### src/logic/vramPkg.sv
`default_nettype none

package vramPkg;

	// Slow VRAM geometry
	localparam int VramAddrWidth = 15;	// 32K words
	localparam int VramDataWidth = 16;	// One word per location
	localparam int VramDepth = 1 << VramAddrWidth;

	// Four 4-clock slots make one 16-clock access frame
	// Slot index is the top two bits of the cycle count
	typedef enum logic [1:0] {
		FixSlot  = 2'd0,	// Cycles 0~3, fix map attribute
		SprSlotA = 2'd1,	// Cycles 4~7, sprite tile number low word
		SprSlotB = 2'd2,	// Cycles 8~11, sprite palette, upper bits, AA, flip
		CpuSlot  = 2'd3	// Cycles 12~15, one CPU write or read
	} SlotPhase;

endpackage

`default_nettype wire

### src/logic/cpuVramPort.sv
`default_nettype none

module cpuVramPort
	import vramPkg::*;
(
	input  wire                      CLK_24M,
	input  wire                      nRESETP,

	// CPU side register strobes
	input  wire                      cpuAddrWe,	// Load address register
	input  wire                      cpuModWe,	// Load modulo register
	input  wire                      cpuDataWe,	// Queue a data write
	input  wire  [VramDataWidth-1:0] cpuWrData,
	output logic [VramDataWidth-1:0] cpuRdData,
	output logic                     cpuBusy,

	// Toward the slot sequencer
	output logic [VramAddrWidth-1:0] vramAddr,
	output logic [VramDataWidth-1:0] wrData,
	output logic                     wrPending,
	input  wire                      wrCommit,	// Write done in the CPU slot
	input  wire                      rdLatch,	// End of a read CPU slot
	input  wire  [VramDataWidth-1:0] memRdData
);

	logic [VramAddrWidth-1:0] modReg;	// Address step after each write
	logic                     acceptWr;

	// Data strobes while busy are dropped
	assign acceptWr = cpuDataWe && !wrPending;
	assign cpuBusy = wrPending;

	// Address and modulo registers
	always_ff @(posedge CLK_24M)
	begin
		if (!nRESETP)
		begin
			vramAddr <= '0;
			modReg <= '0;
		end
		else
		begin
			if (cpuModWe)
				modReg <= cpuWrData[VramAddrWidth-1:0];
			// A fresh address from the CPU wins over the auto step
			if (cpuAddrWe)
				vramAddr <= cpuWrData[VramAddrWidth-1:0];
			else if (wrCommit)
				vramAddr <= vramAddr + modReg;	// Wraps at 15 bits
		end
	end

	// Pending flag, set by the CPU, cleared by the slot commit
	always_ff @(posedge CLK_24M)
	begin
		if (!nRESETP)
			wrPending <= 1'b0;
		else if (wrCommit)
			wrPending <= 1'b0;
		else if (acceptWr)
			wrPending <= 1'b1;
	end

	// Queued write word
	always_ff @(posedge CLK_24M)
	begin
		if (acceptWr)
			wrData <= cpuWrData;
	end

	// Read data register follows the word at the current address
	always_ff @(posedge CLK_24M)
	begin
		if (rdLatch)
			cpuRdData <= memRdData;
	end

endmodule

`default_nettype wire

### config.mk
export PLATFORM = sky130hd
export DESIGN_NAME = cpuVramPort
export DESIGN_NICKNAME = d
export VERILOG_FILES = /design/src/logic/vramPkg.sv /design/src/logic/cpuVramPort.sv
export SDC_FILE = /design/constraint.sdc
export NUM_CORES = 1
export LEC_CHECK = 0
export BUFFER_PORTS_ARGS = -buffer_cell sky130_fd_sc_hd__clkbuf_2
export CORE_MARGIN = 2
export CORE_UTILIZATION = 55
export DETAILED_ROUTE_END_ITERATION = 12
export GPL_TIMING_DRIVEN = 0
export HOLD_SLACK_MARGIN = 0.12
export PLACE_DENSITY = 0.84
export SLEW_MARGIN = 20
export SYNTH_ARGS = -nofsm -noshare
export SYNTH_HDL_FRONTEND = slang
export SYNTH_SLANG_ARGS = --single-unit
### constraint.sdc
create_clock -name CLK_24M -period 3.2 [get_ports CLK_24M]
set_input_delay 0.32 -clock CLK_24M [delete_from_list [all_inputs] [get_ports CLK_24M]]
set_output_delay 0.32 -clock CLK_24M [all_outputs]
set_load 0.1 [all_outputs]
==> results of run 1 <==
## registers in the layout, summed over array words and instances, names as in the netlist
signal     cells
vramAddr      15
modReg        15
cpuBusy        1
wrData        16
cpuRdData     16
## worst max-delay path by stage
stage	to	slack, ns	cells past startpoint
floorplan	vramAddr[10]	0.53	8
global placement	vramAddr[10]	1.08	8
detailed placement	vramAddr[10]	1.10	8
CTS	vramAddr[10]	1.03	8
global route	vramAddr[10]	0.83	8
finish	vramAddr[10]	1.01	8
## stage by stage
step,worst slack (ns),std cells,total power [µW],area (µm²)
floorplan,0.534,291,1470,3120
global placement,1.08,447,1580,3630
detailed placement,1.10,448,1590,3640
CTS,1.03,463,2250,3830
global route,0.834,463,2320,3830
finish,1.01,463,2240,3830
## cells by family (layout without fill, tap and decap cells)
logic type | count (synthesis) | in the layout
AND/OR/NAND/NOR | 86 | 86
AO/OA/AOI/OAI | 83 | 83
flip-flops | 63 | 63
buffers and inverters | 24 | 124
multiplexers | 19 | 19
adder cells (fa/ha/maj) | 15 | 15
XOR/XNOR | 1 | 1
## report_power, final
group          total (µW)  internal (µW)  leakage, µW  switching (µW)
clock                 666            368    0.0000909             298
sequential            938            908     0.000568            29.4
combinational         640            140      0.00105             500
## layer usage
metal | global-route usage, % | wire length (µm) | vias to the layer above
li1 | - | - | 1285
met1 | 30.9 | 3290 | 1236
met2 | 41.9 | 3780 | 104
met3 | 7.05 | 559 | 12
met4 | 10.2 | 133 | 0
met5 | 0 | 0 | -
## final cells by class
cell class                      count  area, µm²
Buffer                             18        106
Multi-Input combinational cell    204       1410
Tap cell                           72       90.1
Inverter                            6       22.5
Sequential cell                    63       1580
Fill cell                         441       1640
Clock inverter                      5       48.8
Timing Repair Buffer               85        435
Clock buffer                       10        138
## layout by cell type, fill, tap and decap left out, types with 3 or more instances in the layout
master and n:
clkbuf_2 84, edfxtp_1 32, dfxtp_1 31, nand2_1 23, a21oi_1 20, o21ai_0 20, mux2i_1 18, nor2b_1 17
ha_1 14, nand3_1 11, clkbuf_8 10, clkbuf_1 9, nor2_1 7, nor3_1 7, a211oi_1 6, inv_1 5
buf_2 4, a21o_1 4, a31oi_1 4, o21a_1 4, clkinv_1 4, o211a_1 3, buf_6 3, o21ai_1 3
o211ai_1 3, or3_1 3, o31ai_1 3
==> summary.md, run 1 <==
| Metric | Value |
|---|---|
| Status | finished, final reports clean |
| Core ar. | about 5500 µm² |
| Dominant cell type by area after synthesis | edfxtp_1 |
| Placer Congestion | 0.898 |
| Initial Utilization | between 50% and 60% |
| Row count | 27 |
| Vias in the first global route | around 2,400 |
| Largest stage delay, worst path | about 0.37 ns |
| Worst EP required | 3.45 ns |
| Top FF cell, synth | edfxtp_1 |
| Latest clock arrival within the worst-skew pair | 0.34 ns |
| H-tree Lvls | 3 |
| Synth Area in XOR/XNOR | less than 1% |
| Violation count after the first detailed-routing iteration | between 150 and 200 |
| Nets | between 400 and 500 |
| Dpl hpwl | between 5000 and 6000 µm |
| Worst Hold Path EP | cpuRdData[2] |
| DR WL/cell | 16.8 µm |
| Post-synthesis simple-gate area fraction | ~15% |
| Avg Cell Area, Syn | around 11 µm² |
| Cell area after synthesis | about 3100 µm² |
| CTS resizes | 0 |
| Post-synth EDFFs | 32 |
| Lkg Pwr | around 0.0017 µW |
| Mux share of post-synthesis cell area | 6.14% |
| Most area-consuming cells after synthesis | edfxtp_1, dfxtp_1, mux2i_1 |
| Compound-Gate Fraction of Synth Area | 17.5% |
| Largest net degree at the start of global routing | 17 |
| PD cells | ~590 nW/µm² |
| Synth Register Bits | 63 |
| Initial antenna violation count | 0 |
| Fin Hold WS | 0.152 ns |
| Critical Path Sink Type | flop |
| Worst reg-to-reg path cell count | 8 |
| HP Class | in -> reg |
| CP bufs+invs | 1 |
| Syn. warnings | 0 |
| Post-CTS setup buffer count | 0 |
| DRC Markers | 0 |
| Setup crit start kind | flop |
| Final count of pins violating max slew | 0 |
| Mapped Cells | just under 300 |
| Crit path DAT | ~2.4 ns |
| Area growth from synthesis to layout | 22.9% |
| Unique masters post-synth | 54 |
| Clk_skew | roughly 0.011 ns |
| Hold path startpoint | memRdData[2] |
| Vias post-DR | around 2,600 |
| Post-route setup TNS | 0 ns |
| Hold violation total from the final report | 0 |
| Die Y | a little under 80 µm |
| Die width | slightly below 80 µm |
| Period utilisation layout | between 60 and 70% |
| Clock root buffer master | clkbuf_8 |
| CP cell instances | ha_1 -> inv_1 -> fa_1 -> and2b_1 -> o31a_1 -> o2111ai_1 -> and3_1 -> o31ai_1 |
| Sequential cell area fraction in the yosys report | approximately 51% |
| VDD IR max | ~0.31 mV |
| Hold Path Depth | 1 |
| First-pass GRT wire length | approximately 12,000 µm |
| Slowest CP cell | fa_1 |
| Post-synth net total | approximately 350 |
| Ys async rst share | 0% |
| Final antenna-violating net count | 0 |
| RSZ-0062 raised after global routing | false |
| Achievable frequency | about 0.46 GHz |
| Die area | around 6300 µm² |
| Grt ovf | 0 |
| Reg2reg end | vramAddr[10] |
| R2r setup slk | around 1.0 ns |
| Crit path launch | vramAddr[0] |
| Drt first pass iters | 5 |
| Vias per cell | 5.70 |
| Crit Path Max Fanout | 4 |
| Largest family of logic cells by synthesized area | compound AO/OA/AOI/OAI gates |
| Measured slew at the worst slew-check pin | between 0.6 and 0.7 ns |
| Sink Count | 63 |
| Max Root-Sink Buffers | 2 |
| Yosys top cell area share | a little under a third |
| Fin util | roughly 70% |
| Top-count cell post-synth | edfxtp_1 |
| RR Startpoint | vramAddr[0] |
| TritonCTS Buffers | 9 |
| Commonest cells in the netlist | edfxtp_1, dfxtp_1, nand2_1 |
| Post-CTS Hold Buffers | 0 |
| Gr usage total | 25.2% |
| Count of final setup violators | 0 |
| Clk slew on worst S/H paths | approximately 0.070 ns |
| Max_cap viols | 0 |
| CTS tree | built |
| Total wire length | between 7000 and 8000 µm |
| Rel. slew slack | a little under 60% |
| Tmin final | around 2.2 ns |
| I/O Buffers | between 80 and 90 |
| Adder-Cell Fraction of Synth Area | 6.27% |
| Layout cell share with drive strength beyond 1 | a little under 30% |
| Ant diodes | 0 |
| Crit-path leading delay family | compound AO/OA/AOI/OAI gates |
| Worst Path Class, Setup | reg -> reg |
| Ports | 88 |
(Power assumes the default switching activity.)
==> run 2, diff against run 1 <==
--- a/config.mk
+++ b/config.mk
@@ -7,11 +7,11 @@
 export LEC_CHECK = 0
 export BUFFER_PORTS_ARGS = -buffer_cell sky130_fd_sc_hd__clkbuf_2
 export CORE_MARGIN = 2
-export CORE_UTILIZATION = 55
+export CORE_UTILIZATION = 47
 export DETAILED_ROUTE_END_ITERATION = 12
 export GPL_TIMING_DRIVEN = 0
 export HOLD_SLACK_MARGIN = 0.12
-export PLACE_DENSITY = 0.84
+export PLACE_DENSITY = 0.76
 export SLEW_MARGIN = 20
 export SYNTH_ARGS = -nofsm -noshare
 export SYNTH_HDL_FRONTEND = slang
==> constraint.sdc (replaced) <==
create_clock -name CLK_24M -period 2 [get_ports CLK_24M]
set_input_delay 0.2 -clock CLK_24M [delete_from_list [all_inputs] [get_ports CLK_24M]]
set_output_delay 0.2 -clock CLK_24M [all_outputs]
set_load 0.1 [all_outputs]
==> summary.md, run 2 (synthesis results as in run 1) <==
| Metric | Value |
|---|---|
| Status | complete, but fails checks |
| Failing checks | negative setup slack |
| Achievable frequency | 0.496 GHz |
| Worst slack at placement | -0.108 ns |
| Commonest non-fill, non-tap cell in the layout | clkbuf_2 |
| I/O Buffers | 84 |
| Period utilisation layout | 101% |
| Die Y | between 80 and 90 µm |
| Hold violation total from the final report | 0 |
| Core ar. | 6390 µm² |
| Placed inst area | approximately 3700 µm² |
| Final count of pins violating max slew | 0 |
| Dpl hpwl | 5670 µm |
| Initial antenna violation count | 0 |
| FILL cells | around 490 |
| Max_cap viols | 0 |
| Hold Path Depth | 3 |
| DR WL/cell | between 15 and 20 µm |
| Nets | 477 |
| Clock root buffer master | clkbuf_8 |
| CTS tree | built |
| Final antenna-violating net count | 0 |
| H-tree Lvls | 3 |
| Top Registers | cpuRdData: 16 flops, wrData: 16 flops |
| Latest clock arrival within the worst-skew pair | 0.34 ns |
| Measured slew at the worst slew-check pin | slightly below 0.6 ns |
| Setup crit start kind | flop |
| Initial Utilization | between 40% and 50% |
| Clk slew on worst S/H paths | approximately 0.08 ns |
| Vias post-DR | ~2,800 |
| Post-route setup TNS | -0.0146 ns |
| Multi-input gate area | 1470 µm² |
| Ports | 88 |
| Worst setup margin | -0.0146 ns |
| Clk_skew | about 0.013 ns |
| Gr usage total | about a quarter |
| Drt first pass iters | 4 |
| Vias per cell | 5.52 |
| PD cells | 911 nW/µm² |
| Ant diodes | 0 |
| Vias in the first global route | ~2,700 |
| VDD IR max | 0.747 mV |
| Area growth from synthesis to layout | 39.6% |
| Crit Path Max Fanout | 4 |
| RSZ-0062 raised after global routing | true |
| Grt ovf | 0 |
| Rel. slew slack | 60.7% |
| Total Power | a little under 4000 µW |
| Total wire length | 8450 µm |
| Critical Path Sink Type | flop |
| Sink Count | 63 |
| TritonCTS Buffers | 9 |
| First-pass GRT wire length | 13,400 µm |
| Worst EP required | between 2 and 2.5 ns |
| Worst reg-to-reg path cell count | 8 |
| Worst Path Class, Setup | reg -> reg |
| Most frequent cells in the layout | clkbuf_2, dlygate4sd3_1, edfxtp_1 |
| Sequential Area | between 1500 and 2000 µm² |
| Tmin final | just over 2 ns |
| Count of final setup violators | 1 |
| Die width | 85.4 µm |
| Cell area after layout | 4350 µm² |
| Largest net degree at the start of global routing | 17 |
| Max Root-Sink Buffers | 2 |
| Row count | 29 |
| Placer Congestion | around 0.9 |
| Crit path DAT | approximately 2.3 ns |
| DRC Markers | 0 |
| HP Class | in -> reg |
| Layout cell share with drive strength beyond 1 | 34.6% |
| Lkg Pwr | 0.00191 µW |
| Violation count after the first detailed-routing iteration | 122 |
| Die area | approximately 7300 µm² |
[run 2: critical path, cell delays in order, from the launching register on]
cell       delay, ns
dfxtp_2         0.36
ha_4            0.15
inv_2           0.04
fa_2            0.32
and2b_2         0.26
o31a_1          0.22
o2111ai_2       0.15
and3_4          0.19
o31ai_4         0.23
[run 2: where the power goes]
| part | switching [µW] | leakage (µW) | total, µW | internal, µW |
|---|---|---|---|---|
| combinational | 822 | 0.00121 | 1100 | 277 |
| sequential | 47.8 | 0.000575 | 1500 | 1450 |
| clock | 528 | 0.000120 | 1360 | 832 |
[run 2: worst paths after layout]
check / to / slack (ns) / from
worst max-delay path: vramAddr[10] / -0.01 / modReg[0]
worst min-delay path: vramAddr[14] / 0.18 / nRESETP
worst max register to register: vramAddr[10] / -0.01 / modReg[0]
worst min register to register: modReg[5] / 0.53 / modReg[5]
[run 2: timing repair]
action,CTS,global route
buffers inserted,1,3
endpoints found under the setup margin,2,5
pin swaps,2,3
hold buffers,33,0
endpoints found under the hold margin,33,0
resized for setup,4,6
[run 2: final cells by class]
type / count / share of cell area, %
clock inverter: 7 / 2.76
multi-input combinational: 204 / 33.9
sequential: 63 / 37.2
inverter: 6 / 0.518
buffer: 17 / 2.36
clock buffer: 9 / 2.85
timing repair buffer: 122 / 18.2
tap: 77 / 2.22
[run 2: through the flow]
step | instances | util (%) | hold WS [ns]
3_5_place_dp | 453 | 57.9 | 0.380
5_1_grt | 505 | 68.1 | 0.180
6_report | 505 | 68.1 | 0.177
4_1_cts | 503 | 67.3 | 0.165
2_1_floorplan | 291 | - | 0.299
3_3_place_gp | 452 | 57.7 | 0.377
[run 2: metal layers]
| metal | up-vias | track usage (%) | part of all wire, % |
|---|---|---|---|
| li1 | 1361 | - | - |
| met1 | 1314 | 30.0 | 42 |
| met2 | 99 | 39.8 | 49 |
| met3 | 14 | 5.54 | 7.3 |
| met4 | 0 | 10.2 | 1.8 |
| met5 | - | 0 | 0 |
