### src/logic/vramPkg.sv
`default_nettype none

package vramPkg;

	// Slow VRAM geometry
	localparam int VramAddrWidth = 15;	// 32K words
	localparam int VramDataWidth = 16;	// One word per location
	localparam int VramDepth = 1 << VramAddrWidth;

	// Four 4-clock slots make one 16-clock access frame
	// Slot index is the top two bits of the cycle count
	typedef enum logic [1:0] {
		FixSlot  = 2'd0,	// Cycles 0~3, fix map attribute
		SprSlotA = 2'd1,	// Cycles 4~7, sprite tile number low word
		SprSlotB = 2'd2,	// Cycles 8~11, sprite palette, upper bits, AA, flip
		CpuSlot  = 2'd3	// Cycles 12~15, one CPU write or read
	} SlotPhase;

endpackage

`default_nettype wire

### src/logic/slowCycle.sv
`default_nettype none

module slowCycle
	import vramPkg::*;
#(
	parameter logic [3:0] FixMapBase = 4'b1110	// Fix map at 0x7000
) (
	input  wire                      CLK_24M,
	input  wire                      nRESETP,

	// Raster position for the fix map
	input  wire  [8:0]               hCount,
	input  wire  [8:0]               vCount,

	// Sprite being fetched
	input  wire  [8:0]               sprNb,
	input  wire  [4:0]               sprTileIdx,	// Tile index within the sprite

	// CPU port
	input  wire                      wrPending,
	input  wire  [VramAddrWidth-1:0] vramAddr,
	input  wire  [VramDataWidth-1:0] wrData,
	output logic                     wrCommit,
	output logic                     rdLatch,

	// Memory side
	output logic [VramAddrWidth-1:0] memAddr,
	output logic                     memWe,
	output logic [VramDataWidth-1:0] memWrData,
	input  wire  [VramDataWidth-1:0] memRdData,

	// Latched attributes
	output logic [11:0]              fixAttrTileNb,
	output logic [3:0]               fixAttrPal,
	output logic [19:0]              sprAttrTileNb,
	output logic [7:0]               sprAttrPal,
	output logic [1:0]               sprAttrAa,	// Auto animation
	output logic [1:0]               sprAttrFlip	// V and H flip
);

	logic [3:0]               cycleSlow;	// 16 clocks = 4 pixels
	SlotPhase                 slot;
	logic                     slotStart;
	logic                     slotEnd;
	logic                     cpuWrote;	// CPU slot of this frame was a write
	logic [VramAddrWidth-1:0] fixAddr;
	logic [15:0]              sprTileNbL;
	logic [3:0]               sprTileNbU;

	assign slot = SlotPhase'(cycleSlow[3:2]);
	assign slotStart = (cycleSlow[1:0] == 2'b00);
	assign slotEnd = (cycleSlow[1:0] == 2'b11);	// Data has settled by here

	// Fix map address is 1110 HHHHHH VVVVV
	assign fixAddr = {FixMapBase, hCount[8:3], vCount[7:3]};

	// Free running frame counter, restarted only by reset
	always_ff @(posedge CLK_24M)
	begin
		if (!nRESETP)
			cycleSlow <= 4'd0;
		else
			cycleSlow <= cycleSlow + 4'd1;
	end

	// Address held for the whole slot
	always_comb
	begin
		case (slot)
			FixSlot:  memAddr = fixAddr;
			SprSlotA: memAddr = {sprNb, sprTileIdx, 1'b0};	// Even word
			SprSlotB: memAddr = {sprNb, sprTileIdx, 1'b1};	// Odd word
			CpuSlot:  memAddr = vramAddr;
		endcase
	end

	// Single write at the first clock of the CPU slot, cycle 12
	assign wrCommit = (slot == CpuSlot) && slotStart && wrPending;
	assign memWe = wrCommit;
	assign memWrData = wrData;

	// Remember the write so the same slot does not also read
	always_ff @(posedge CLK_24M)
	begin
		if (!nRESETP)
			cpuWrote <= 1'b0;
		else if ((slot == CpuSlot) && slotStart)
			cpuWrote <= wrPending;
	end

	// Read strobe at cycle 15 of a read slot
	assign rdLatch = (slot == CpuSlot) && slotEnd && !cpuWrote;

	// Attribute latches at each slot end
	always_ff @(posedge CLK_24M)
	begin
		if (slotEnd)
		begin
			case (slot)
				FixSlot:
				begin
					fixAttrPal <= memRdData[15:12];
					fixAttrTileNb <= memRdData[11:0];
				end
				SprSlotA:
					sprTileNbL <= memRdData;	// Tile number bits 15~0
				SprSlotB:
				begin
					sprAttrPal <= memRdData[15:8];
					sprTileNbU <= memRdData[7:4];	// Tile number bits 19~16
					sprAttrAa <= memRdData[3:2];
					sprAttrFlip <= memRdData[1:0];
				end
				CpuSlot:
				begin
					// CPU read data goes to the port on rdLatch
				end
			endcase
		end
	end

	assign sprAttrTileNb = {sprTileNbU, sprTileNbL};

endmodule

`default_nettype wire

### config.mk
export PLATFORM = sky130hd
export DESIGN_NAME = slowCycle
export DESIGN_NICKNAME = d
export VERILOG_FILES = /design/src/logic/vramPkg.sv /design/src/logic/slowCycle.sv
export SDC_FILE = /design/constraint.sdc
export NUM_CORES = 1
export LEC_CHECK = 0
export ABC_AREA = 1
export BUFFER_PORTS_ARGS = -buffer_cell sky130_fd_sc_hd__buf_2
export CAP_MARGIN = 20
export CELL_PAD_IN_SITES_DETAIL_PLACEMENT = 0
export CELL_PAD_IN_SITES_GLOBAL_PLACEMENT = 2
export CORE_MARGIN = 8
export CORE_UTILIZATION = 24
export DETAILED_ROUTE_END_ITERATION = 10
export PLACE_DENSITY = 0.86
export SYNTH_ARGS = -nofsm -noshare
export SYNTH_HDL_FRONTEND = slang
export SYNTH_SLANG_ARGS = --single-unit
### constraint.sdc
create_clock -name CLK_24M -period 3.26 [get_ports CLK_24M]
set_input_delay 0.326 -clock CLK_24M [delete_from_list [all_inputs] [get_ports CLK_24M]]
set_output_delay 0.326 -clock CLK_24M [all_outputs]
set_load 0.02 [all_outputs]
==> results of run 1 <==
==> worst paths after layout <==
check	endpoint	slack, ns	startpoint
setup / recovery	memAddr[11]	1.0	cycleSlow[2]
hold / removal	sprTileNbL[4]	0.22	memRdData[4]
setup reg to reg	sprAttrFlip[1]	1.39	cycleSlow[3]
hold reg to reg	cycleSlow[0]	0.47	cycleSlow[0]
==> placed cells by master, fill, tap and decap left out, types with 2 or more instances in the layout <==
cell type,n
buf_2,124
edfxtp_1,48
nand2_1,34
nand3_1,25
nand4_1,11
inv_1,7
nor2_1,7
clkbuf_8,5
dfxtp_1,5
buf_4,3
inv_2,2
a21oi_1,2
ha_1,2
==> registers in the layout, indices dropped and copies added (netlist names), 2 cells and up <==
register and cells:
sprTileNbL 16, sprAttrFlip 2, cycleSlow 4, fixAttrTileNb 12, fixAttrPal 4, sprAttrAa 2
sprTileNbU 4, sprAttrPal 8
==> stage by stage <==
| step | worst slack [ns] | total power [mW] | utilization, % |
|---|---|---|---|
| floorplan | 1.547 | 0.8674 | - |
| global placement | 1.293 | 0.9032 | 30.67 |
| detailed placement | 1.275 | 0.9066 | 30.67 |
| CTS | 0.9419 | 1.334 | 31.90 |
| global route | 0.7829 | 1.376 | 31.90 |
| finish | 0.9966 | 1.324 | 31.90 |
==> power by group <==
part / leakage (nW) / switching (mW) / total (mW) / internal [mW]
clock network: 0.0554 / 0.205 / 0.435 / 0.231
logic: 0.732 / 0.0775 / 0.129 / 0.0518
registers: 0.474 / 0.00841 / 0.759 / 0.751
total: 1.26 / 0.290 / 1.32 / 1.03
==> layer usage <==
metal	part of all wire (%)	vias to the layer above	GRT usage, %
met1	39	788	10.49
met5	0	-	0
met3	12	11	4.563
met4	2.1	0	3.867
met2	47	98	15.98
li1	-	812	-
==> cells by family (layout without fill, tap and decap cells) <==
logic type	Yosys count	count (layout)	share of synthesized area, %
AO/OA/AOI/OAI	4	4	0.9015
adder cells (fa/ha/maj)	2	2	1.127
buffers and inverters	35	145	11.16
flip-flops	53	53	69.45
AND/OR/NAND/NOR	81	81	17.36
==> worst max-delay path, cell delays in order, from the launching register on <==
cell and delay [ns]:
dfxtp_1 0.85, nor2_4 0.18, inv_1 0.19, o21ai_0 0.12, nor2_1 0.11, buf_2 0.18
==> final cells by class <==
cell class	count	area [sq um]
well taps	111	138.9
multi-input cells	87	430.4
repair buffers	127	643.1
fillers	941	6203
clock inverters	2	38.79
inverters	10	40.04
flip-flops and latches	53	1541
clock buffers	6	72.57
==> metrics.txt, run 1 <==
status complete, no violations; drt total wl 6.385 mm; post-route cell area 2905 sq um; max_cap viols 0; CTS Sinks 53; clock skew 0.003153 ns; synth unique cells 20; Data arrival, critical path 1.94 ns; number of synthesized register bits 53; Setup violations, final 0; largest net degree at the start of global routing 19; most frequent cell after synthesis edfxtp_1; Clk Latency, worst-skew pair 0.30 ns; setup_tns 0 ns; Mapped Area 2220 sq um; post-placement cell count 388; Fmax achieved 441.8 MHz; Rel. slew slack 46.92%; Worst Max-Slew Pin Slew 0.7951 ns; share of the synthesized area in the top cell type 64.94%; # IOs 164; CTS tree built; Seq/Total Area, Yosys 69.45%; Routed WL per cell 16.12 um; largest area contributor in the synthesized netlist edfxtp_1; Final min period 2.263 ns; worst endpoint required time 2.93 ns; routed via count 1709; post-route insts no fill 396; synth top area cells edfxtp_1 (65%), buf_4 (6.1%), nand2_1 (5.7%); placed inst area 2794 sq um; reg2reg path depth 3; Power Density 455.6 nW/um^2; Die Span Y 112.2 um; hold_buf cts 0; post-route antenna net violation count 0; Max VDD drop 178.2 uV; count of cells resized by post-cts repair 0; leak pwr 1.261 nW; Global Route Usage Sum 9.663%; die width 112.2 um; Layout Nets 368; Syn Area/Cell 12.68 sq um; input/output buffers 124; fin crit share 69.43%; clk slew on worst S/H paths 0.09 ns; Congestion Overflow GR 0; Startpoint Class register; Starting Density 24.37%; antenna violations before repair 0; RSZ-0062 raised after global routing no; Max clock buf depth 2; core footprint 9109 sq um; worst-path maximum fanout 18; syn nets 259; drt pass-1 iters 4; gpl congestion 0.6971; Worst Hold Depth 1; Vias/cell 4.316; ys flop type edfxtp_1; DPL Wire Length 5.043 mm; Final Hold Fails 0; Synth top cells by count edfxtp_1 (48), nand2_1 (34), nand3_1 (25); Synth Instances 175; # diodes 0; first-pass GRT wire length 9.660 mm; Residual DRC 0; hold crit path type in -> reg; Pins Over Slew Limit 0; Starting DRT DRC Count 89; CTS root buffer clkbuf_8; CTS H-tree lvls 2; area grow syn2layout 30.89%; Die ar. 12580 sq um; Setup Buffers After CTS 0; Inserted Clock Buffers 5; EDFF count, synth 48; Setup CP Type reg -> out; vias in the first global route 1744; Hold WS 0.2220 ns; yosys warns 0; num rows 35; CP Capture Type primary output; fraction of layout cells with a size suffix above 1 49.12%; post-synthesis async set-or-reset flop share 0%
Note: power is estimated with default switching activity, not from simulation.
==> run 2: changes to the inputs <==
--- a/config.mk
+++ b/config.mk
@@ -5,7 +5,7 @@
 export SDC_FILE = /design/constraint.sdc
 export NUM_CORES = 1
 export LEC_CHECK = 0
-export ABC_AREA = 1
+export ABC_AREA = 0
 export BUFFER_PORTS_ARGS = -buffer_cell sky130_fd_sc_hd__buf_2
 export CAP_MARGIN = 20
 export CELL_PAD_IN_SITES_DETAIL_PLACEMENT = 0
@@ -13,7 +13,7 @@
 export CORE_MARGIN = 8
 export CORE_UTILIZATION = 24
 export DETAILED_ROUTE_END_ITERATION = 10
-export PLACE_DENSITY = 0.86
+export PLACE_DENSITY = 0.81
 export SYNTH_ARGS = -nofsm -noshare
 export SYNTH_HDL_FRONTEND = slang
 export SYNTH_SLANG_ARGS = --single-unit
==> constraint.sdc (replaced) <==
create_clock -name CLK_24M -period 2.1 [get_ports CLK_24M]
set_input_delay 0.21 -clock CLK_24M [delete_from_list [all_inputs] [get_ports CLK_24M]]
set_output_delay 0.21 -clock CLK_24M [all_outputs]
set_load 0.02 [all_outputs]
==> metrics.txt, run 2 <==
status complete, no violations; Data arrival, critical path 1.53 ns; max FFs per register 16; Power Density 645.1 nW/um^2; hold_sp memRdData[9]; Layout Nets 343; Synth top cells by count edfxtp_1 (48), mux2i_1 (37), buf_4 (18); Mapped Area 2300 sq um; crit-path max cell delay 0.51 ns; fill cell count 941; input/output buffers 124; Routed WL per cell 15.17 um; Residual DRC 0; Congestion Overflow GR 0; Worst Max-Slew Pin Slew 0.2873 ns; Crit-path slowest cell dfxtp_2; Syn Area/Cell 16.08 sq um; number of synthesized register bits 53; synth unique cells 22; area of the multi-input gates 546.8 sq um; Max VDD drop 229.9 uV; Vias/cell 3.913; Global Route Usage Sum 8.248%; Setup CP Type reg -> out; largest area contributor in the synthesized netlist edfxtp_1; Final min period 1.737 ns; clock skew 0.007796 ns; Inserted Clock Buffers 5; max_cap viols 0; clk slew on worst S/H paths 0.09 ns; die width 113.9 um; worst-path maximum fanout 10; CP Capture Type primary output; Synth Instances 143; worst endpoint required time 1.89 ns; drt total wl 5.903 mm; cell mode on critical path mux2i_1; leak pwr 1.227 nW; num rows 35; Die Span Y 113.9 um; gpl congestion 0.6941; count of cells resized by post-cts repair 0; setup_tns 0 ns; reg-to-reg endpoint fixAttrTileNb[5]; EDFF count, synth 48; DPL Wire Length 4.764 mm; Clk Latency, worst-skew pair 0.30 ns; post-route antenna net violation count 0; most flop-heavy register sprTileNbL; CTS H-tree lvls 2; Starting DRT DRC Count 35; commonest non-fill, non-tap cell in the layout buf_2; RSZ-0062 raised after global routing no; synth top area cells edfxtp_1 (63%), mux2i_1 (16%), buf_4 (5.9%); top flop regs sprTileNbL x16, fixAttrTileNb x12, sprAttrPal x8; yosys warns 0; flip-flop and latch area 1543 sq um; Worst Hold Depth 1; Worst Hold End sprAttrPal[1]; Top delay family on crit path flip-flops; fin crit share 82.70%; post-placement cell count 381; fraction of layout cells with a size suffix above 1 54.62%; ys flop type edfxtp_1; syn nets 227; Startpoint Class register; reg2reg start cycleSlow[0]; CP bufs+invs 2; antenna violations before repair 0; first-pass GRT wire length 8.293 mm; worst reg2reg setup slack 0.69 ns; post-synthesis async set-or-reset flop share 0%; CTS root buffer clkbuf_8; Rel. slew slack 80.85%; post-route insts no fill 389; CTS Sinks 53; Seq/Total Area, Yosys 67.03%; hold_buf cts 0; Final Hold Fails 0; # diodes 0; Setup violations, final 0; share of the synthesized area in the top cell type 62.68%; routed via count 1522; Die ar. 12970 sq um; most frequent cell after synthesis edfxtp_1; Fmax achieved 575.8 MHz; # IOs 164; largest net degree at the start of global routing 18; reg2reg path depth 4; Critical Path, Cell by Cell buf_4 > mux2i_1 > mux2i_1 > buf_2; Pins Over Slew Limit 0; Max clock buf depth 2; area grow syn2layout 32.70%; drt pass-1 iters 4; hold crit path type in -> reg; core footprint 9284 sq um; Starting Density 24.77%; CTS tree built; vias in the first global route 1539; Setup Buffers After CTS 0; most frequent cells in the layout buf_2 (124), edfxtp_1 (48), mux2i_1 (37)
==> run 2: cell count changes after synthesis, sizes merged, moves of 3 or more <==
cell	change
a2bb2oi	+3
inv	-5
mux2i	+37
nand2	-30
nand2b	+3
nand3	-23
nand4	-11
nor2	-6
==> run 2: power breakdown <==
group          internal [mW]  switching (mW)
Clock                  0.235           0.323
Combinational          0.108           0.126
Sequential              1.17          0.0109
Total                   1.51           0.459
==> run 2: per-stage QoR <==
| step | hold WS, ns | power [mW] | setup WS (ns) | area (sq um) | utilization [%] |
|---|---|---|---|---|---|
| floorplan | 0.3089 | 1.378 | 0.3800 | 2305 | - |
| global placement | 0.4072 | 1.432 | 0.6931 | 2963 | 31.91 |
| detailed placement | 0.4163 | 1.438 | 0.6746 | 2963 | 31.91 |
| CTS | 0.09904 | 1.988 | 0.3344 | 3052 | 32.87 |
| global route | 0.09220 | 2.040 | 0.2522 | 3052 | 32.87 |
| finish | 0.1063 | 1.968 | 0.3632 | 3052 | 32.87 |
==> run 2: worst max path at each step <==
| stage | slack [ns] | depth (start not counted) | start | endpoint |
|---|---|---|---|---|
| after detailed placement | 0.67 | 4 | cycleSlow[2] | memAddr[6] |
| final | 0.36 | 4 | cycleSlow[2] | memAddr[6] |
| after global placement | 0.69 | 4 | cycleSlow[2] | memAddr[6] |
| after floorplan | 0.38 | 3 | cycleSlow[0] | sprTileNbL[0] |
| after global routing | 0.25 | 4 | cycleSlow[2] | memAddr[1] |
| after CTS | 0.33 | 4 | cycleSlow[2] | memAddr[6] |
==> run 2: layer usage <==
layer | global-route usage, % | wire (um) | up-vias
li1 | - | - | 734
met2 | 14.67 | 2953 | 82
met4 | 2.928 | 70 | 0
met3 | 3.645 | 720 | 6
met1 | 8.379 | 2159 | 700
met5 | 0 | 0 | -
==> run 2: cell families (layout without fill, tap and decap cells) <==
group	count (synthesis)	count (layout)	share of synthesized area (%)
compound gates	4	4	1.524
xor+xnor	1	1	0.3809
fa+ha+maj	2	2	1.088
buf+inv	28	145	9.412
flops	53	53	67.03
mux	37	37	16.10
simple gates	18	18	4.462
==> run 2: final cells by class <==
| cell class | instances | area share [%] |
|---|---|---|
| multi-input cells | 62 | 17.92 |
| clock buffers | 5 | 2.255 |
| repair buffers | 132 | 22.71 |
| inverters | 5 | 0.6150 |
| flip-flops and latches | 53 | 50.55 |
| clock inverters | 3 | 0.6560 |
| well taps | 129 | 5.289 |
