### src/logic/rasterCounter.sv
`default_nettype none

module rasterCounter #(
	parameter int HTotal = 384,	// Pixels per line
	parameter int VTotal = 264	// Lines per frame
) (
	input  wire        CLK_24M,
	input  wire        nRESETP,
	output logic [8:0] hCount,
	output logic [8:0] vCount
);

	logic [1:0] pixDiv;	// 24MHz down to 6MHz pixel rate
	logic       pixEn;
	logic       hWrap;	// Last pixel of the line
	logic       vWrap;	// Last line of the frame

	assign pixEn = (pixDiv == 2'd3);	// One pixel every 4 clocks
	assign hWrap = (hCount == 9'(HTotal - 1));
	assign vWrap = (vCount == 9'(VTotal - 1));

	// Divider restarts with the slot counter so both stay aligned
	always_ff @(posedge CLK_24M)
	begin
		if (!nRESETP)
			pixDiv <= 2'd0;
		else
			pixDiv <= pixDiv + 2'd1;
	end

	always_ff @(posedge CLK_24M)
	begin
		if (!nRESETP)
		begin
			hCount <= 9'd0;
			vCount <= 9'd0;
		end
		else if (pixEn)
		begin
			if (hWrap)
			begin
				hCount <= 9'd0;	// New line
				// Vertical steps only on the line wrap
				if (vWrap)
					vCount <= 9'd0;
				else
					vCount <= vCount + 9'd1;
			end
			else
				hCount <= hCount + 9'd1;
		end
	end

endmodule

`default_nettype wire

### config.mk
export PLATFORM = sky130hd
export DESIGN_NAME = rasterCounter
export DESIGN_NICKNAME = d
export VERILOG_FILES = /design/src/logic/rasterCounter.sv
export SDC_FILE = /design/constraint.sdc
export NUM_CORES = 1
export LEC_CHECK = 0
export BUFFER_PORTS_ARGS = -buffer_cell sky130_fd_sc_hd__buf_2
export CAP_MARGIN = 20
export CORE_AREA = 2 2 44 46
export CTS_BUF_LIST = sky130_fd_sc_hd__clkbuf_4
export DETAILED_ROUTE_END_ITERATION = 10
export DIE_AREA = 0 0 46 48
export HOLD_SLACK_MARGIN = 0.02
export PLACE_DENSITY = 0.78
export SYNTH_ARGS = -nofsm -noshare
export SYNTH_HDL_FRONTEND = slang
export SYNTH_SLANG_ARGS = --single-unit
### constraint.sdc
create_clock -name CLK_24M -period 3.35 [get_ports CLK_24M]
set_clock_uncertainty 0.15 [all_clocks]
set_input_delay 0.1675 -clock CLK_24M [delete_from_list [all_inputs] [get_ports CLK_24M]]
set_output_delay 0.1675 -clock CLK_24M [all_outputs]
set_load 0.005 [all_outputs]
==> impl_metrics.tcl, run 1 <==
set metrics [dict create \
    ant_nets 0 \
    comb_power_share 0.037 \
    numCtsBuffers 3 \
    num_vias 865 \
    synth.distinct_cells 36 \
    worstHoldEndpoint "vCount[6]" \
    rsz0062_at_grt "no" \
    htreeDepth 1 \
    cts_hold_buffers 0 \
    initial_utilization 0.561 \
    drive_above_1_share 0.242 \
    relSlewSlack 0.647 \
    synthesis.area_um2 948 \
    holdCritStartpoint "nRESETP" \
    p_leak_nw 0.441 \
    dieArea_mm2 0.00221 \
    switching_share 0.216 \
    cts_root_buf "clkbuf_4" \
    antenna_cells 0 \
    cp_max_fo 11 \
    setup_viol 0 \
    grtUsageMet3 0.0415 \
    r2r_start "pixDiv[0]" \
    tritoncts "built" \
    yosysTopAreaCellShare 0.422 \
    fmaxAchievable_mhz 471 \
    first_global_vias 704 \
    drt-initial-drc-count 12 \
    ys_warn_count 0 \
    period_minus_slack_ps 2120 \
    use_met2 0.275 \
    ys_ff_latch 20 \
    grt_max_degree 15 \
    maxCapViolations 0 \
    stdcell_area_mm2 0.00107 \
    ios 20 \
    regToRegSetupSlack_ps 1230 \
    nNetsFinal 135 \
    hpwl_mm 1.37 \
    grt_pass1_wl_mm 2.95 \
    synth_area_leaders "dfxtp_1, nand2_1, nor2_1, a21oi_1, ha_1" \
    vias_per_cell 5.97 \
    antenna_found_initial 0 \
    final_max_slew_viol_count 0 \
    cts_buffer_depth 2 \
    required_ps 3440 \
    status "completed" \
    power_density_mw_per_mm2 343 \
    core_mm2 0.00169 \
    met1_usage 0.260 \
    firstDrtPassIters 4 \
    power_frac_seq 0.661 \
    critPathKind "flop to flop" \
    cts_num_sinks 20 \
    irDropWorstVdd_uv 259 \
    drt-total-wl_mm 1.87 \
    syn_nets 114 \
    crit_path_start_kind "flop" \
    grt_usage 0.185 \
    synth_seq_area_share 0.422 \
    power.switching_w 0.0000791 \
    fin_setup_tns_ps 0 \
    port_buffers 19 \
    report.final.hold_viol_count 0 \
    synth_top_area_cell "dfxtp_1" \
    timing.rr.end "vCount[7]" \
    avgSynthCellArea_um2 8.70 \
    top_usage_layer "met2" \
    hold_class "input pin to flop" \
    post_drt_wl_per_cell_um 12.9 \
    period_share 0.634 \
    rows 15 \
    cts-resized-gates 0 \
    hold_slack_ps 54.7 \
    cp.arrival_ps 2210 \
    post_dp_cell_area_mm2 0.00105 \
    intPower_w 0.000288 \
    worstMarginPinSlew_ps 526 \
    grt-ovfl-total 0 \
    place.gp.congestion 0.775 \
    fp.dieW_um 46 \
    r2r.worst_path.cells 5 \
    drc_errors 0 \
    clk_pin_slew_ps 100 \
    pwr-share-clk 0.303 \
    dieHeight_um 48 \
    whs_path_depth 3 \
    area_growth_pct 12.7 \
    worstSkewPairLatency_ps 300 \
    end_kind "flop" \
    syn_inst 109 \
    post-cts-setup-buffers 0 \
]
-- flip-flops by register name (all words and copies together) (netlist names) --
name	count
hCount	9
pixDiv	2
vCount	9
-- cell usage in the layout, fill, tap and decap left out, types with 2 or more instances in the layout --
| cell type | count |
|---|---|
| nand2b_1 | 2 |
| inv_1 | 3 |
| and3_1 | 2 |
| o22ai_1 | 2 |
| clkbuf_4 | 3 |
| mux2i_1 | 2 |
| nand2_1 | 14 |
| xor2_1 | 4 |
| nand4_1 | 4 |
| nand3_1 | 4 |
| nor2_1 | 13 |
| o21ai_0 | 2 |
| xnor2_1 | 3 |
| o31ai_1 | 2 |
| buf_2 | 19 |
| dfxtp_1 | 20 |
| a21oi_1 | 8 |
| ha_1 | 3 |
-- worst max path at each step --
stage           endpoint  cells past startpoint       from  slack (ps)
2_1_floorplan  vCount[5]                      6  hCount[0]        1290
6_report       vCount[7]                      5  pixDiv[0]        1230
5_1_grt        vCount[7]                      5  pixDiv[0]        1080
4_1_cts        vCount[7]                      5  pixDiv[0]        1220
3_5_place_dp   vCount[7]                      5  pixDiv[0]        1250
3_3_place_gp   vCount[7]                      5  pixDiv[0]        1310
-- Yosys cell counts --
| cell | count |
|---|---|
| nand4_2 | 1 |
| nor4_1 | 1 |
| xor2_1 | 4 |
| nor3_1 | 1 |
| nand2_1 | 14 |
| xnor2_1 | 3 |
| and2_1 | 1 |
| nand3_1 | 4 |
| o31ai_1 | 2 |
| or2b_2 | 1 |
| nor4b_1 | 1 |
| dfxtp_1 | 20 |
| inv_1 | 3 |
| nor2_1 | 13 |
| or4b_1 | 1 |
| or3_1 | 1 |
| mux2i_1 | 2 |
| nand4_1 | 4 |
| ha_1 | 3 |
| nand3_2 | 1 |
| o22ai_1 | 2 |
| and3_2 | 1 |
| o32ai_1 | 1 |
| buf_6 | 1 |
| clkbuf_1 | 2 |
| or2_2 | 1 |
| a21oi_1 | 8 |
| or3_2 | 1 |
| o21ai_0 | 2 |
| and3_1 | 2 |
| or4_2 | 1 |
| mux2_2 | 1 |
| nand3b_1 | 1 |
| nand2b_1 | 2 |
| or4_1 | 1 |
| or3_4 | 1 |
-- logic make-up (layout without fill, tap and decap cells) --
logic type,Yosys count,after routing,share of synthesized area
buffers and inverters,6,25,0.0317
xor gates and xnor gates,7,7,0.0646
AOI/OAI and AO/OA,15,15,0.0910
and+or+nand+nor,55,55,0.318
DFF,20,20,0.422
adders and majority gates,3,3,0.0396
muxes,3,3,0.0330
-- through the flow --
stage / worst slack (ps) / power (W) / utilization / std cells
4_1_cts: 1220 / 0.000370 / 0.633 / 145
3_3_place_gp: 1310 / 0.000260 / 0.619 / 142
3_5_place_dp: 1250 / 0.000261 / 0.619 / 142
5_1_grt: 1080 / 0.000383 / 0.633 / 145
6_report: 1230 / 0.000367 / 0.633 / 145
2_1_floorplan: 1290 / 0.000257 / - / 109
-- area by class of cell --
| type | instances | area (µm²) |
|---|---|---|
| fill | 160 | 621 |
| multi-input combinational | 83 | 518 |
| sequential | 20 | 400 |
| timing repair buffer | 19 | 95.1 |
| clock buffer | 3 | 22.5 |
| tap | 17 | 21.3 |
| inverter | 3 | 11.3 |
-- power by group through the flow --
stage / Sequential [W] / Combinational (W) / Clock, W
floorplan: 0.000248 / 0.00000980 / 0
global placement: 0.000248 / 0.0000128 / 0
detailed placement: 0.000248 / 0.0000133 / 0
CTS: 0.000242 / 0.0000135 / 0.000115
global route: 0.000243 / 0.0000152 / 0.000125
finish: 0.000242 / 0.0000134 / 0.000111
-- worst max-delay path: stages, from the launching register on --
cell and delay, ps:
dfxtp_1 340, ha_1 300, nand3_2 140, or3_4 470, or4_1 520, a21oi_1 140
-- per-layer routing --
metal | vias to the layer above | part of all wire
li1 | 424 | -
met5 | - | 0
met2 | 27 | 0.45
met3 | 5 | 0.050
met4 | 0 | 0.016
met1 | 409 | 0.48
Note: power is estimated with default switching activity, not from simulation.
==> run 2, diff against run 1 <==
==> config.mk (replaced) <==
export PLATFORM = sky130hd
export DESIGN_NAME = rasterCounter
export DESIGN_NICKNAME = d
export VERILOG_FILES = /design/src/logic/rasterCounter.sv
export SDC_FILE = /design/constraint.sdc
export NUM_CORES = 1
export LEC_CHECK = 0
export ABC_AREA = 1
export BUFFER_PORTS_ARGS = -buffer_cell sky130_fd_sc_hd__buf_2
export CAP_MARGIN = 20
export CORE_AREA = 2 2 49 51
export CTS_BUF_LIST = sky130_fd_sc_hd__clkbuf_4
export DETAILED_ROUTE_END_ITERATION = 10
export DIE_AREA = 0 0 51 53
export HOLD_SLACK_MARGIN = 0.02
export PLACE_DENSITY = 0.74
export SYNTH_ARGS = -nofsm -noshare
export SYNTH_HDL_FRONTEND = slang
export SYNTH_SLANG_ARGS = --single-unit
==> constraint.sdc (replaced) <==
create_clock -name CLK_24M -period 1.79 [get_ports CLK_24M]
set_clock_uncertainty 0.15 [all_clocks]
set_input_delay 0.0895 -clock CLK_24M [delete_from_list [all_inputs] [get_ports CLK_24M]]
set_output_delay 0.0895 -clock CLK_24M [all_outputs]
set_load 0.005 [all_outputs]
==> impl_metrics.tcl, run 2 <==
set metrics [dict create \
    synth.distinct_cells 21 \
    cts_root_buf "clkbuf_4" \
    cts_buffer_depth 2 \
    cp_slowest_cell "dfxtp_1" \
    grt_pass1_wl_mm 3.81 \
    synthesis.area_mm2 0.00108 \
    final_max_slew_viol_count 0 \
    first_global_vias 939 \
    crit_path_start_kind "flop" \
    cp_max_fo 6 \
    ant_nets 0 \
    report.final.hold_viol_count 0 \
    final_cell_mix "nand2_1, nor2_1, dfxtp_1, buf_2, inv_1" \
    fin_setup_tns_ps 0 \
    antenna_cells 0 \
    synth_top_area_cell "dfxtp_1" \
    drt-total-wl_mm 2.25 \
    required_ps 1850 \
    synth_area_leaders "dfxtp_1, nand2_1, nor2_1, inv_1, nand3_1" \
    fmaxAchievable_mhz 624 \
    core_mm2 0.00215 \
    grt_usage 0.187 \
    drt-initial-drc-count 10 \
    ios 20 \
    status "completed" \
    clk_pin_slew_ps 120 \
    area_growth_pct 17.2 \
    crit_buf_inv 1 \
    yosysTopAreaCellShare 0.371 \
    synth.most_common_cell "nand2_1" \
    cts-resized-gates 0 \
    dp_cells 205 \
    end_kind "flop" \
    p_total_w 0.000863 \
    worstSkewPairLatency_ps 310 \
    irDropWorstVdd_uv 390 \
    cts_num_sinks 20 \
    synth_edf_count 0 \
    ys_warn_count 0 \
    num_vias 1029 \
    ys_ff_latch 20 \
    grt-ovfl-total 0 \
    dieArea_mm2 0.00270 \
    layout_commonest_cell "nand2_1" \
    period_minus_slack_ps 1600 \
    fp.dieW_um 51 \
    port_buffers 19 \
    drive_above_1_share 0.225 \
    firstDrtPassIters 4 \
    drc_errors 0 \
    synthFlopType "dfxtp_1" \
    numCtsBuffers 3 \
    maxCapViolations 0 \
    final_cells 210 \
    setup_viol 0 \
    path_cells "ha_1 -> nand3_2 -> nor2_4 -> nand2_4 -> nand2_4 -> inv_2 -> nand2_1 -> nand2_1" \
    tritoncts "built" \
    synth_seq_area_share 0.371 \
    post-cts-setup-buffers 0 \
    avgSynthCellArea_um2 6.78 \
    period_share 0.895 \
    dieHeight_um 53 \
    relSlewSlack 0.817 \
    worstMarginPinSlew_ps 275 \
    critPathMaxStageDelay_ps 360 \
    hpwl_mm 1.69 \
    syn_inst 159 \
    critPathKind "flop to flop" \
    place.gp.congestion 0.822 \
    top_regs "hCount: 9 flops, vCount: 9 flops, pixDiv: 2 flops" \
    htreeDepth 1 \
    p_leak_nw 0.607 \
    rows 17 \
    grt_max_degree 14 \
    rsz0062_at_grt "no" \
    hold_class "flop to flop" \
    ys_top_cells_by_count "nand2_1, nor2_1, dfxtp_1" \
    vias_per_cell 4.90 \
    antenna_found_initial 0 \
    post_drt_wl_per_cell_um 10.7 \
    nNetsFinal 188 \
    initial_utilization 0.502 \
    power_density_mw_per_mm2 683 \
    cp.arrival_ps 1660 \
    synth_async_sr_flop_share 0 \
    crit_family "simple AND/OR/NAND/NOR gates" \
    syn_nets 164 \
]
## run 2: worst paths after layout
path	from	to	slack [ps]	cells past startpoint
worst min register to register	pixDiv[0]	pixDiv[0]	280	1
worst min-delay path	pixDiv[0]	pixDiv[0]	280	1
worst max register to register	pixDiv[0]	vCount[5]	190	8
worst max-delay path	pixDiv[0]	vCount[5]	190	8
## run 2: per-layer routing
layer	global-route usage	up-vias	wire (µm)
met5	0	-	0
met4	0.0946	0	17
met3	0.0254	2	81
met2	0.320	17	1060
met1	0.228	462	1090
li1	-	548	-
## run 2: cell families after synthesis
group	after synthesis	share of synthesized area
AND/OR/NAND/NOR	102	0.448
flip-flops	20	0.371
AO/OA/AOI/OAI	12	0.0615
adder cells (fa/ha/maj)	3	0.0348
buffers and inverters	21	0.0766
XOR/XNOR	1	0.00812
## run 2: what timing repair did
item / CTS / global route
endpoints found under the hold margin: 12 / 0
endpoints found under the setup margin: 0 / 0
hold buffers: 1 / 0
## run 2: report_power, final
part | switching [W] | internal (W)
sequential | 0.00000378 | 0.000452
combinational | 0.0000208 | 0.0000117
clock | 0.000149 | 0.000226
## run 2: final cells by class
cell class	count	area [µm²]
multi-input combinational	118	596
clock inverter	1	30.0
timing repair buffer	20	105
fill	211	885
clock buffer	3	22.5
inverter	20	75.1
tap	28	35.0
sequential	20	400
## run 2: per-stage QoR
stage               utilization  hold slack (ps)  instance area [µm²]  worst slack (ps)
finish                    0.588              285                 1260               188
global route              0.588              314                 1260              45.5
CTS                       0.588              292                 1260               184
detailed placement        0.559              274                 1200               215
global placement          0.559              257                 1200               276
floorplan                     -             77.9                 1080               395
==> run 3, diff against run 2 <==
--- a/config.mk
+++ b/config.mk
@@ -8,12 +8,12 @@
 export ABC_AREA = 1
 export BUFFER_PORTS_ARGS = -buffer_cell sky130_fd_sc_hd__buf_2
 export CAP_MARGIN = 20
-export CORE_AREA = 2 2 49 51
+export CORE_AREA = 2 2 46 48
 export CTS_BUF_LIST = sky130_fd_sc_hd__clkbuf_4
 export DETAILED_ROUTE_END_ITERATION = 10
-export DIE_AREA = 0 0 51 53
+export DIE_AREA = 0 0 48 50
 export HOLD_SLACK_MARGIN = 0.02
-export PLACE_DENSITY = 0.74
+export PLACE_DENSITY = 0.8
 export SYNTH_ARGS = -nofsm -noshare
 export SYNTH_HDL_FRONTEND = slang
 export SYNTH_SLANG_ARGS = --single-unit
==> constraint.sdc (replaced) <==
create_clock -name CLK_24M -period 1.9 [get_ports CLK_24M]
set_clock_uncertainty 0.15 [all_clocks]
set_input_delay 0.095 -clock CLK_24M [delete_from_list [all_inputs] [get_ports CLK_24M]]
set_output_delay 0.095 -clock CLK_24M [all_outputs]
set_load 0.005 [all_outputs]
==> impl_metrics.tcl, run 3 (synthesis results as in run 2) <==
set metrics [dict create \
    crit_family "simple AND/OR/NAND/NOR gates" \
    post-cts-setup-buffers 0 \
    nNetsFinal 188 \
    cp.depth 8 \
    antenna_found_initial 0 \
    grt_usage 0.224 \
    hold_class "flop to flop" \
    worstSkewPairLatency_ps 310 \
    fill_cells 188 \
    period_minus_slack_ps 1570 \
    seqCellArea_um2 400 \
    area_growth_pct 14.6 \
    stdcell_area_mm2 0.00124 \
    dieHeight_um 50 \
    tritoncts "built" \
    dp_cells 204 \
    cp.arrival_ps 1640 \
    antenna_cells 0 \
    rows 16 \
    htreeDepth 1 \
    drt-initial-drc-count 30 \
    drc_errors 0 \
    regToRegSetupSlack_ps 330 \
    initial_utilization 0.567 \
    grt_max_degree 14 \
    critPathMaxStageDelay_ps 410 \
    numCtsBuffers 3 \
    num_vias 1064 \
    r2r_start "hCount[1]" \
    port_buffers 19 \
    final_cell_mix "nand2_1, nor2_1, dfxtp_1, buf_2, inv_1" \
    grt-ovfl-total 0 \
    core_mm2 0.00190 \
    hold_slack_ps 280 \
    drive_above_1_share 0.220 \
    layout_commonest_cell "nand2_1" \
    rsz0062_at_grt "no" \
    clk_pin_slew_ps 120 \
    power_density_mw_per_mm2 549 \
    p_leak_nw 0.594 \
    ios 20 \
    report.final.hold_viol_count 0 \
    fin_ws_ps 334 \
    relSlewSlack 0.815 \
    place.gp.congestion 0.827 \
    maxCapViolations 0 \
    crit_buf_inv 1 \
    post_dp_cell_area_mm2 0.00120 \
    multi_input_area_um2 596 \
    cts_buffer_depth 2 \
    r2r.worst_path.cells 8 \
    status "completed" \
    post_drt_wl_per_cell_um 11.2 \
    crit_path_start_kind "flop" \
    grt_pass1_wl_mm 3.87 \
    required_ps 1970 \
    cts_num_sinks 20 \
    drt-total-wl_mm 2.34 \
    fmaxAchievable_mhz 639 \
    crit_path_start "hCount[1]" \
    cp_max_fo 6 \
    irDropWorstVdd_uv 348 \
    setup_viol 0 \
    final_cells 209 \
    cts_root_buf "clkbuf_4" \
    critPathKind "flop to flop" \
    dieArea_mm2 0.00240 \
    timing.rr.end "vCount[7]" \
    fin_setup_tns_ps 0 \
    first_global_vias 908 \
    period_share 0.824 \
    ant_nets 0 \
    final_max_slew_viol_count 0 \
    top_regs "hCount: 9 flops, vCount: 9 flops, pixDiv: 2 flops" \
    vias_per_cell 5.09 \
    end_kind "flop" \
    path_cells "ha_1 -> nand3_2 -> nor2_4 -> nand2_4 -> nand2_4 -> inv_2 -> nand2_1 -> nand2_1" \
    hpwl_mm 1.76 \
    cp_slowest_cell "dfxtp_1" \
    worstMarginPinSlew_ps 278 \
    firstDrtPassIters 4 \
    fp.dieW_um 48 \
    cp-endpoint "vCount[7]" \
    place_ws_ps 367 \
]
## run 3: cell types whose count changed in the layout (fill, tap and decap cells not counted)
| cell | before | now |
|---|---|---|
| clkinv_1 | 0 | 1 |
| bufinv_16 | 1 | 0 |
## run 3: worst min-delay path by stage
stage          startpoint        end  slack, ps  cells after the start
2_1_floorplan     nRESETP  hCount[6]         80                      2
3_3_place_gp    pixDiv[0]  pixDiv[0]        260                      1
3_5_place_dp    pixDiv[0]  pixDiv[0]        260                      1
4_1_cts         pixDiv[0]  pixDiv[0]        280                      1
5_1_grt         pixDiv[0]  pixDiv[0]        310                      1
6_report        pixDiv[0]  pixDiv[0]        280                      1
## run 3: final cells by class
cell class	instances	area share
flip-flops and latches	20	0.324
repair buffers	20	0.0850
well taps	27	0.0273
clock inverters	1	0.00304
inverters	20	0.0607
multi-input cells	118	0.482
clock buffers	3	0.0182
## run 3: stage by stage
step	utilization	power, W
after floorplan	-	0.000459
after global placement	0.631	0.000466
after detailed placement	0.631	0.000468
after CTS	0.650	0.000683
after global routing	0.650	0.000699
final	0.650	0.000679
## run 3: worst register-to-register path: cells and delay by family, from the launching register on
| kind | cells | cell delay [ps] |
|---|---|---|
| fa+ha+maj | 1 | 230 |
| simple gates | 6 | 620 |
| buf+inv | 1 | 70 |
| flops | 1 | 410 |
## run 3: what timing repair did
item,in CTS,in global routing
hold endpoints to repair,13,0
gates resized for setup,0,0
hold buffers,1,0
## run 3: metal layers
| layer | up-vias | part of all wire | track usage |
|---|---|---|---|
| met5 | - | 0 | 0 |
| met1 | 480 | 0.48 | 0.293 |
| li1 | 548 | - | - |
| met4 | 0 | 0.021 | 0.0946 |
| met2 | 31 | 0.47 | 0.347 |
| met3 | 5 | 0.036 | 0.0440 |
## run 3: power by group
group	total, W	switching, W	internal, W
clock network	0.000218	0.000141	0.0000770
logic	0.0000311	0.0000201	0.0000110
registers	0.000430	0.00000424	0.000425
